### src/shipGamePkg.sv
// ship game shared definitions
`default_nettype none

package shipGamePkg;

    // screen coordinate, playfield is 640 x 480
    typedef logic [9:0] coord_t;

    typedef logic [3:0] velocity_t;     // whole pixels per update

    // one-hot heading, bit k is k * 45 degrees ccw from screen right
    // bit 2 points up (y decreasing), bit 6 points down
    typedef logic [7:0] heading_t;

    typedef logic [27:0] tickCount_t;   // update period in clock cycles
    typedef logic [27:0] cfgData_t;     // config write data
    typedef logic [1:0] cfgAddr_t;      // config register address

    // playfield size
    localparam coord_t screenWidth = 10'd640;
    localparam coord_t screenHeight = 10'd480;

    // reset position, centre of the field
    localparam coord_t startX = 10'd320;
    localparam coord_t startY = 10'd240;

    localparam heading_t defaultHeading = 8'b0000_0001;    // facing right

    // half a second at 50 MHz
    localparam tickCount_t defaultTickPeriod = 28'd25_000_000;

    // speed limits after reset
    localparam velocity_t defaultMaxForward = 4'd2;
    localparam velocity_t defaultMaxBackward = 4'd2;

    // config register map, address 3 unused
    localparam cfgAddr_t cfgAddrPeriod = 2'd0;
    localparam cfgAddr_t cfgAddrMaxForward = 2'd1;
    localparam cfgAddr_t cfgAddrMaxBackward = 2'd2;

endpackage

`default_nettype wire

### src/shipConfig.sv
// ship game config registers
`timescale 1ns/1ps
`default_nettype none

module shipConfig
    import shipGamePkg::*;
(
    input  wire logic       Clk,
    input  wire logic       rstN,
    input  wire logic       cfgWrite,       // one-cycle write strobe
    input  wire cfgAddr_t   cfgAddr,
    input  wire cfgData_t   cfgData,
    output tickCount_t      tickPeriod,     // to moveTick
    output velocity_t       maxForward,     // to shipController
    output velocity_t       maxBackward
);

    // new value shows up the cycle after the strobe
    always_ff @(posedge Clk)
    begin
        if (!rstN)
        begin
            tickPeriod <= defaultTickPeriod;
            maxForward <= defaultMaxForward;
            maxBackward <= defaultMaxBackward;
        end
        else if (cfgWrite)
        begin
            case (cfgAddr)
                cfgAddrPeriod:
                begin
                    tickPeriod <= cfgData;                  // full 28 bits
                end
                cfgAddrMaxForward:
                begin
                    maxForward <= cfgData[3:0];             // low nibble only
                end
                cfgAddrMaxBackward:
                begin
                    maxBackward <= cfgData[3:0];
                end
                default:
                begin
                    // address 3, nothing there
                end
            endcase
        end
    end

endmodule

`default_nettype wire

### src/moveTick.sv
// update tick generator
`timescale 1ns/1ps
`default_nettype none

module moveTick
    import shipGamePkg::*;
(
    input  wire logic       Clk,
    input  wire logic       rstN,
    input  wire tickCount_t tickPeriod,     // cycles between ticks
    output logic            tick            // one-cycle update pulse
);

    tickCount_t count;          // free-running cycle count
    tickCount_t lastCount;      // count value that fires the tick

    // period 0 treated like period 1
    assign lastCount = (tickPeriod == '0) ? '0 : tickPeriod - 28'd1;

    // at-or-above so a shorter period takes effect at once
    assign tick = (count >= lastCount);

    always_ff @(posedge Clk)
    begin
        if (!rstN)
        begin
            count <= '0;
        end
        else if (tick)
        begin
            count <= '0;                // restart the period
        end
        else
        begin
            count <= count + 28'd1;
        end
    end

endmodule

`default_nettype wire

### src/shipController.sv
// ship speed and heading control
`timescale 1ns/1ps
`default_nettype none

module shipController
    import shipGamePkg::*;
(
    input  wire logic       Clk,
    input  wire logic       rstN,
    input  wire logic       tick,           // update pulse from moveTick
    input  wire logic       up,             // button levels
    input  wire logic       down,
    input  wire logic       left,
    input  wire logic       right,
    input  wire velocity_t  maxForward,
    input  wire velocity_t  maxBackward,
    output velocity_t       velocity,
    output heading_t        heading,
    output logic            forward         // 0 while reversing
);

    logic speedUp, speedDown;       // opposite pairs cancel
    logic turnLeft, turnRight;

    heading_t headingCcw;           // one step ccw, index + 1
    heading_t headingCw;            // one step cw, index - 1
    heading_t headingBack;          // turned around 180 degrees

    velocity_t velocityNext;
    heading_t headingNext;
    logic forwardNext;

    assign speedUp = up & ~down;
    assign speedDown = down & ~up;
    assign turnLeft = left & ~right;
    assign turnRight = right & ~left;

    // rotations wrap around the one-hot ring
    assign headingCcw = {heading[6:0], heading[7]};
    assign headingCw = {heading[0], heading[7:1]};
    assign headingBack = {heading[3:0], heading[7:4]};

    always_comb
    begin
        velocityNext = velocity;    // hold by default
        headingNext = heading;
        forwardNext = forward;

        if (velocity == '0)
        begin
            // at rest, turns ignored
            if (speedUp)
            begin
                velocityNext = 4'd1;
                forwardNext = 1'b1;
            end
            else if (speedDown)
            begin
                velocityNext = 4'd1;
                forwardNext = 1'b0;
                headingNext = headingBack;  // heading follows direction of travel
            end
        end
        else if (forward)
        begin
            if (turnLeft)
                headingNext = headingCcw;
            else if (turnRight)
                headingNext = headingCw;

            if (speedUp && (velocity < maxForward))
                velocityNext = velocity + 4'd1;     // accelerate up to limit
            else if (speedDown)
                velocityNext = velocity - 4'd1;     // brake
        end
        else
        begin
            // reversing, steering is mirrored
            if (turnLeft)
                headingNext = headingCw;
            else if (turnRight)
                headingNext = headingCcw;

            if (speedDown && (velocity < maxBackward))
                velocityNext = velocity + 4'd1;
            else if (speedUp)
                velocityNext = velocity - 4'd1;
        end

        // stopped means forward again
        if (velocityNext == '0)
            forwardNext = 1'b1;
    end

    always_ff @(posedge Clk)
    begin
        if (!rstN)
        begin
            velocity <= '0;
            heading <= defaultHeading;
            forward <= 1'b1;
        end
        else if (tick)
        begin
            velocity <= velocityNext;   // buttons only count on a tick
            heading <= headingNext;
            forward <= forwardNext;
        end
    end

endmodule

`default_nettype wire

### src/shipPosition.sv
// ship position integrator
`timescale 1ns/1ps
`default_nettype none

module shipPosition
    import shipGamePkg::*;
(
    input  wire logic       Clk,
    input  wire logic       rstN,
    input  wire logic       tick,
    input  wire velocity_t  velocity,       // pre-edge speed
    input  wire heading_t   heading,
    output coord_t          posX,
    output coord_t          posY
);

    logic xInc, xDec;       // unit direction on x
    logic yInc, yDec;       // unit direction on y, inc is down the screen

    // one step along an axis, wraps at both ends
    function automatic coord_t wrapStep(
        input coord_t    pos,
        input velocity_t step,
        input logic      inc,
        input logic      dec,
        input coord_t    limit
    );
        logic [10:0] sum;
        logic [10:0] result;
        begin
            result = {1'b0, pos};
            if (inc)
            begin
                sum = {1'b0, pos} + {7'd0, step};
                result = (sum >= {1'b0, limit}) ? sum - {1'b0, limit} : sum;
            end
            else if (dec)
            begin
                if (pos >= {6'd0, step})
                    result = {1'b0, pos} - {7'd0, step};
                else
                    result = {1'b0, pos} + {1'b0, limit} - {7'd0, step};  // off the low edge
            end
            return result[9:0];
        end
    endfunction

    assign xInc = heading[7] | heading[0] | heading[1];
    assign xDec = heading[3] | heading[4] | heading[5];
    assign yDec = heading[1] | heading[2] | heading[3];    // up
    assign yInc = heading[5] | heading[6] | heading[7];    // down

    always_ff @(posedge Clk)
    begin
        if (!rstN)
        begin
            posX <= startX;
            posY <= startY;
        end
        else if (tick)
        begin
            posX <= wrapStep(posX, velocity, xInc, xDec, screenWidth);
            posY <= wrapStep(posY, velocity, yInc, yDec, screenHeight);
        end
    end

endmodule

`default_nettype wire

### src/shipGame.sv
// ship steering top level
`timescale 1ns/1ps
`default_nettype none

module shipGame
    import shipGamePkg::*;
(
    input  wire logic       Clk,
    input  wire logic       rstN,
    input  wire logic       cfgWrite,
    input  wire cfgAddr_t   cfgAddr,
    input  wire cfgData_t   cfgData,
    input  wire logic       up,
    input  wire logic       down,
    input  wire logic       left,
    input  wire logic       right,
    output logic            tick,
    output velocity_t       velocity,
    output heading_t        heading,
    output logic            forward,
    output coord_t          posX,
    output coord_t          posY
);

    tickCount_t tickPeriod;     // config to tick generator
    velocity_t maxForward;      // config to controller
    velocity_t maxBackward;

    shipConfig config_i (
        .Clk(Clk), .rstN(rstN),
        .cfgWrite(cfgWrite), .cfgAddr(cfgAddr), .cfgData(cfgData),
        .tickPeriod(tickPeriod), .maxForward(maxForward), .maxBackward(maxBackward)
    );

    moveTick tick_i (
        .Clk(Clk), .rstN(rstN), .tickPeriod(tickPeriod), .tick(tick)
    );

    shipController ctrl_i (
        .Clk(Clk), .rstN(rstN), .tick(tick),
        .up(up), .down(down), .left(left), .right(right),
        .maxForward(maxForward), .maxBackward(maxBackward),
        .velocity(velocity), .heading(heading), .forward(forward)
    );

    // lags a speed change by one tick
    shipPosition pos_i (
        .Clk(Clk), .rstN(rstN), .tick(tick),
        .velocity(velocity), .heading(heading),
        .posX(posX), .posY(posY)
    );

endmodule

`default_nettype wire

### config.mk
export PLATFORM = sky130hd
export DESIGN_NAME = shipGame
export DESIGN_NICKNAME = d
export VERILOG_FILES = /design/src/shipGamePkg.sv /design/src/shipConfig.sv /design/src/moveTick.sv /design/src/shipController.sv /design/src/shipPosition.sv /design/src/shipGame.sv
export SDC_FILE = /design/constraint.sdc
export NUM_CORES = 1
export LEC_CHECK = 0
export ABC_AREA = 1
export BUFFER_PORTS_ARGS = -buffer_cell sky130_fd_sc_hd__buf_2
export CORE_ASPECT_RATIO = 0.7
export CORE_UTILIZATION = 35
export CTS_CLUSTER_SIZE = 12
export DETAILED_ROUTE_END_ITERATION = 12
export PLACE_DENSITY = 0.52
export SKIP_CTS_REPAIR_TIMING = 1
export SYNTH_ARGS = -nofsm -noshare
export SYNTH_HDL_FRONTEND = slang
export SYNTH_SLANG_ARGS = --single-unit
### constraint.sdc
create_clock -name Clk -period 5.4 [get_ports Clk]
set_clock_uncertainty 0.1 [all_clocks]
set_input_delay 0.54 -clock Clk [delete_from_list [all_inputs] [get_ports Clk]]
set_output_delay 0.54 -clock Clk [all_outputs]
set_load 0.05 [all_outputs]
==> impl_metrics.prom <==
# TYPE chip_impl_metric gauge
chip_impl_info{name="run_status",value="complete, no violations"} 1
chip_impl_info{name="family_of_cells_with_the_greatest_summed_delay_on_the_critical_path",value="simple AND/OR/NAND/NOR gates"} 1
chip_impl_metric{name="p_comb_share",unit="%"} 9.7
chip_impl_metric{name="tightestPinTransition",unit="ps"} 779
chip_impl_metric{name="gr-total-overflow",unit=""} 0
chip_impl_metric{name="post_synth_inst_count",unit=""} 1306
chip_impl_info{name="top_layer_used",value="met4"} 1
chip_impl_metric{name="achievable-frequency",unit="MHz"} 219
chip_impl_metric{name="number_of_drc_violations_after_detailed_routing",unit=""} 0
chip_impl_metric{name="p_sw_share",unit="%"} 27.5
chip_impl_metric{name="gp_congestion",unit=""} 0.869
chip_impl_metric{name="maximum_number_of_pins_on_one_net_before_global_route_repair",unit=""} 60
chip_impl_metric{name="crit_fanout",unit=""} 13
chip_impl_metric{name="setup_slack",unit="ps"} 824
chip_impl_metric{name="met2RoutedLength",unit="mm"} 9.74
chip_impl_metric{name="place_hpwl",unit="mm"} 19.8
chip_impl_metric{name="io-pin-count",unit=""} 71
chip_impl_metric{name="wl_met1",unit="mm"} 13.9
chip_impl_metric{name="avgRoutedWirePerCell",unit="um"} 14.9
chip_impl_metric{name="crit_path_max_incr_delay",unit="ps"} 330
chip_impl_info{name="timing.critical_path.cells",value="inv_1 -> ha_1 -> inv_1 -> nor2_1 -> inv_2 -> nor2_4 -> nand4_2 -> nor4_2 -> nand2_1 -> nor2_2 -> nand2_1 -> nand2_1 -> nand3_1 -> ha_1 -> nand4_1 -> nor2_1 -> inv_1 -> nor4_1 -> nand2_1 -> nand3_1 -> buf_4 -> buf_2"} 1
chip_impl_metric{name="maxCapViolCount",unit=""} 0
chip_impl_metric{name="tritoncts_num_sinks",unit=""} 97
chip_impl_metric{name="fin_nets",unit=""} 1497
chip_impl_metric{name="number_of_h_tree_levels",unit=""} 3
chip_impl_metric{name="first_iter_violations",unit=""} 689
chip_impl_metric{name="setup_viol_count_final",unit=""} 0
chip_impl_metric{name="synth-edff-count",unit=""} 0
chip_impl_metric{name="sequentialPowerShare",unit="%"} 46.7
chip_impl_metric{name="cp.required",unit="ps"} 4760
chip_impl_metric{name="clock_insertion_delay_worst_skew",unit="ps"} 360
chip_impl_metric{name="placement.setup.worst_slack",unit="ps"} 1150
chip_impl_metric{name="crit_buf_inv",unit=""} 6
chip_impl_metric{name="power.switching",unit="mW"} 0.440
chip_impl_info{name="setup_repair_after_global_routing_missed_its_margin",value="no"} 1
chip_impl_metric{name="dieArea",unit="um^2"} 24900
chip_impl_info{name="critical_path_source_type",value="flop"} 1
chip_impl_metric{name="final-hold-violation-count",unit=""} 0
chip_impl_metric{name="grt_first_pass_wirelength",unit="mm"} 41.5
chip_impl_metric{name="vdd.ir_drop.worst",unit="mV"} 0.112
chip_impl_metric{name="synthDistinctLibCells",unit=""} 51
chip_impl_metric{name="syn-mean-instance-area",unit="um^2"} 6.50
chip_impl_metric{name="die-height",unit="um"} 132
chip_impl_info{name="cts_tree",value="done"} 1
chip_impl_metric{name="grt_antenna_before_repair",unit=""} 0
chip_impl_metric{name="synth_sequential_area_ratio",unit="%"} 22.9
chip_impl_metric{name="report.final.slew_viol_count",unit=""} 0
chip_impl_info{name="end_kind",value="primary output"} 1
chip_impl_metric{name="place.port_buffers",unit=""} 70
chip_impl_metric{name="arrival",unit="ps"} 3940
chip_impl_metric{name="leakagePower",unit="nW"} 4.62
chip_impl_metric{name="inserted_diodes",unit=""} 0
chip_impl_metric{name="cell_count_after_placement",unit=""} 1675
chip_impl_metric{name="setup-tns-final",unit="ps"} 0
chip_impl_info{name="worstSetupPathType",value="reg2out"} 1
chip_impl_metric{name="synth.net_count",unit=""} 1435
chip_impl_metric{name="vias",unit=""} 8516
chip_impl_metric{name="start_util",unit="%"} 35.8
chip_impl_metric{name="drt_first_pass_iters",unit=""} 5
chip_impl_metric{name="clock_power_share",unit="%"} 43.6
chip_impl_metric{name="antenna_left",unit=""} 0
chip_impl_metric{name="async_reset_ff_share",unit="%"} 0
chip_impl_metric{name="worst_slew_margin_rel",unit="%"} 47.9
chip_impl_metric{name="drt-vias-per-instance",unit=""} 5.04
chip_impl_info{name="cp_slowest_cell",value="ha_1"} 1
chip_impl_metric{name="power_density",unit="nW/um^2"} 168
chip_impl_metric{name="fillerInstances",unit=""} 2577
chip_impl_metric{name="internal_power",unit="mW"} 1.16
chip_impl_metric{name="utilization",unit="%"} 40.1
chip_impl_metric{name="path_clk_slew",unit="ps"} 80
chip_impl_metric{name="cts_made_buffers",unit=""} 9
chip_impl_metric{name="timing.final.crit_share",unit="%"} 84.7
chip_impl_metric{name="die_outline_width",unit="um"} 188
chip_impl_metric{name="post_route_cells_drive_above_1_share",unit="%"} 10.9
chip_impl_metric{name="final_period_minus_worst_setup_slack",unit="ps"} 4580
chip_impl_metric{name="cts_buffer_depth",unit=""} 2
chip_impl_info{name="cts_root_buffer",value="clkbuf_16"} 1
chip_impl_info{name="yosys_most_used_dff",value="dfxtp_1"} 1
chip_impl_metric{name="fin_cells",unit=""} 1691
chip_impl_metric{name="flow.area_growth_from_synthesis",unit="%"} 12.1
chip_impl_metric{name="num_rows",unit=""} 47
chip_impl_info{name="layout_commonest_cell",value="nand2_1"} 1
chip_impl_info{name="highest_count_cells_in_the_layout_ignoring_fill_and_taps",value="298 x nand2_1, 165 x inv_1, 123 x nor2_1"} 1
chip_impl_info{name="worstHoldPathType",value="in2reg"} 1
chip_impl_info{name="crit_top_cell",value="nand2_1"} 1
chip_impl_metric{name="netlist_area",unit="um^2"} 8490
chip_impl_metric{name="ys_ff_latch",unit=""} 97
chip_impl_metric{name="drt-total-wl",unit="mm"} 25.3
chip_impl_metric{name="routed-wl-met3",unit="mm"} 1.41
chip_impl_metric{name="globalRouteTotalUtil",unit="%"} 20.9
chip_impl_metric{name="grt_pass1_vias",unit=""} 7733
chip_impl_metric{name="final.hold.worst_slack",unit="ps"} 285
chip_impl_metric{name="synth.yosys.warnings",unit=""} 0
chip_impl_metric{name="core",unit="um^2"} 23700
## path summary, 6_finish.rpt
check | startpoint | end | slack, ps | cells past startpoint
worst min register to register | config_i.maxForward[0] | config_i.maxForward[0] | 360 | 2
worst max-delay path | config_i.tickPeriod[0] | tick | 820 | 22
worst max register to register | config_i.tickPeriod[0] | pos_i.posX[9] | 1110 | 26
worst min-delay path | cfgData[18] | config_i.tickPeriod[18] | 280 | 3
## power by group through the flow
stage          Clock [mW]  Sequential, mW  Combinational [mW]
2_1_floorplan           0           0.759               0.105
6_report            0.697           0.747               0.155
5_1_grt             0.744           0.750               0.179
4_1_cts             0.724           0.746               0.155
3_3_place_gp            0           0.763               0.154
3_5_place_dp            0           0.763               0.154
## cells in the mapped netlist, types with 2 or more instances
cell      instances  area (um^2)
nand2_1         298         1120
inv_1           165          619
nor2_1          123          462
nand3_1         110          551
dfxtp_1          97         1940
o21ai_0          92          460
a21oi_1          82          410
ha_1             82         1030
xor2_1           36          315
nand4_1          30          188
nor3_1           26          130
clkbuf_1         22         82.6
o211ai_1         16          120
xnor2_1          13          114
inv_2            12         45.0
nor2_2           11         68.8
fa_1             10          200
buf_2             7         35.0
nor3b_1           6         45.0
a211oi_1          5         37.5
a31oi_1           5         31.3
nand2_2           5         31.3
nand3_2           5         50.1
nor2_4            5         56.3
nor4_1            5         31.3
clkinv_1          3         11.3
o21a_1            3         22.5
or2_2             3         18.8
nand3b_1          2         15.0
nand4_2           2         25.0
nor3_4            2         32.5
o21ai_1           2         10.0
o311ai_0          2         17.5
o31ai_1           2         15.0
## worst reg2reg max path: stages, from the launching register on
cell and delay [ps]:
dfxtp_1 310, inv_1 110, ha_1 260, inv_1 80, nor2_1 170, inv_2 80, nor2_4 180, nand4_2 150
nor4_2 200, nand2_1 160, nor2_2 150, nand2_1 60, nand2_1 50, nand3_1 130, ha_1 330, nand4_1 110
nor2_1 120, inv_1 50, nor4_1 180, nand2_1 110, nand3_1 70, buf_4 200, nand2_1 330, inv_1 280
nand2_1 80, nor2_1 90, nor2_1 40
## through the flow
| stage | total power [mW] | area [um^2] |
|---|---|---|
| finish | 1.60 | 9510 |
| global route | 1.67 | 9510 |
| CTS | 1.63 | 9510 |
| detailed placement | 0.917 | 9200 |
| global placement | 0.917 | 9200 |
| floorplan | 0.864 | 8490 |
## layout make-up
class | instances | area [um^2] | share of cell area, %
sequential | 97 | 1940 | 20.4
multi-input combinational | 999 | 5750 | 60.4
tap | 318 | 398 | 4.18
inverter | 180 | 676 | 7.10
timing repair buffer | 81 | 433 | 4.55
clock inverter | 7 | 90.1 | 0.947
clock buffer | 9 | 225 | 2.37
## routing by layer
layer / track usage [%] / vias to the layer above
met5: 0 / -
met1: 34.5 / 3832
li1: - / 4434
met3: 2.79 / 17
met2: 27.7 / 233
met4: 4.11 / 0
## registers in the layout, summed over array words and instances (netlist names)
name and count:
config_i.tickPeriod 28, pos_i.posY 10, ctrl_i.forward 1, config_i.maxBackward 4, ctrl_i.velocity 4, tick_i.count 28
ctrl_i.heading 8, pos_i.posX 10, config_i.maxForward 4
## logic make-up after synthesis
logic type	share of synthesized area [%]
and+or+nand+nor	33.8
AOI/OAI and AO/OA	14.4
buffers and inverters	9.44
DFF	22.9
adders and majority gates	14.4
xor gates and xnor gates	5.06
Power figures use the tool's default switching activity.
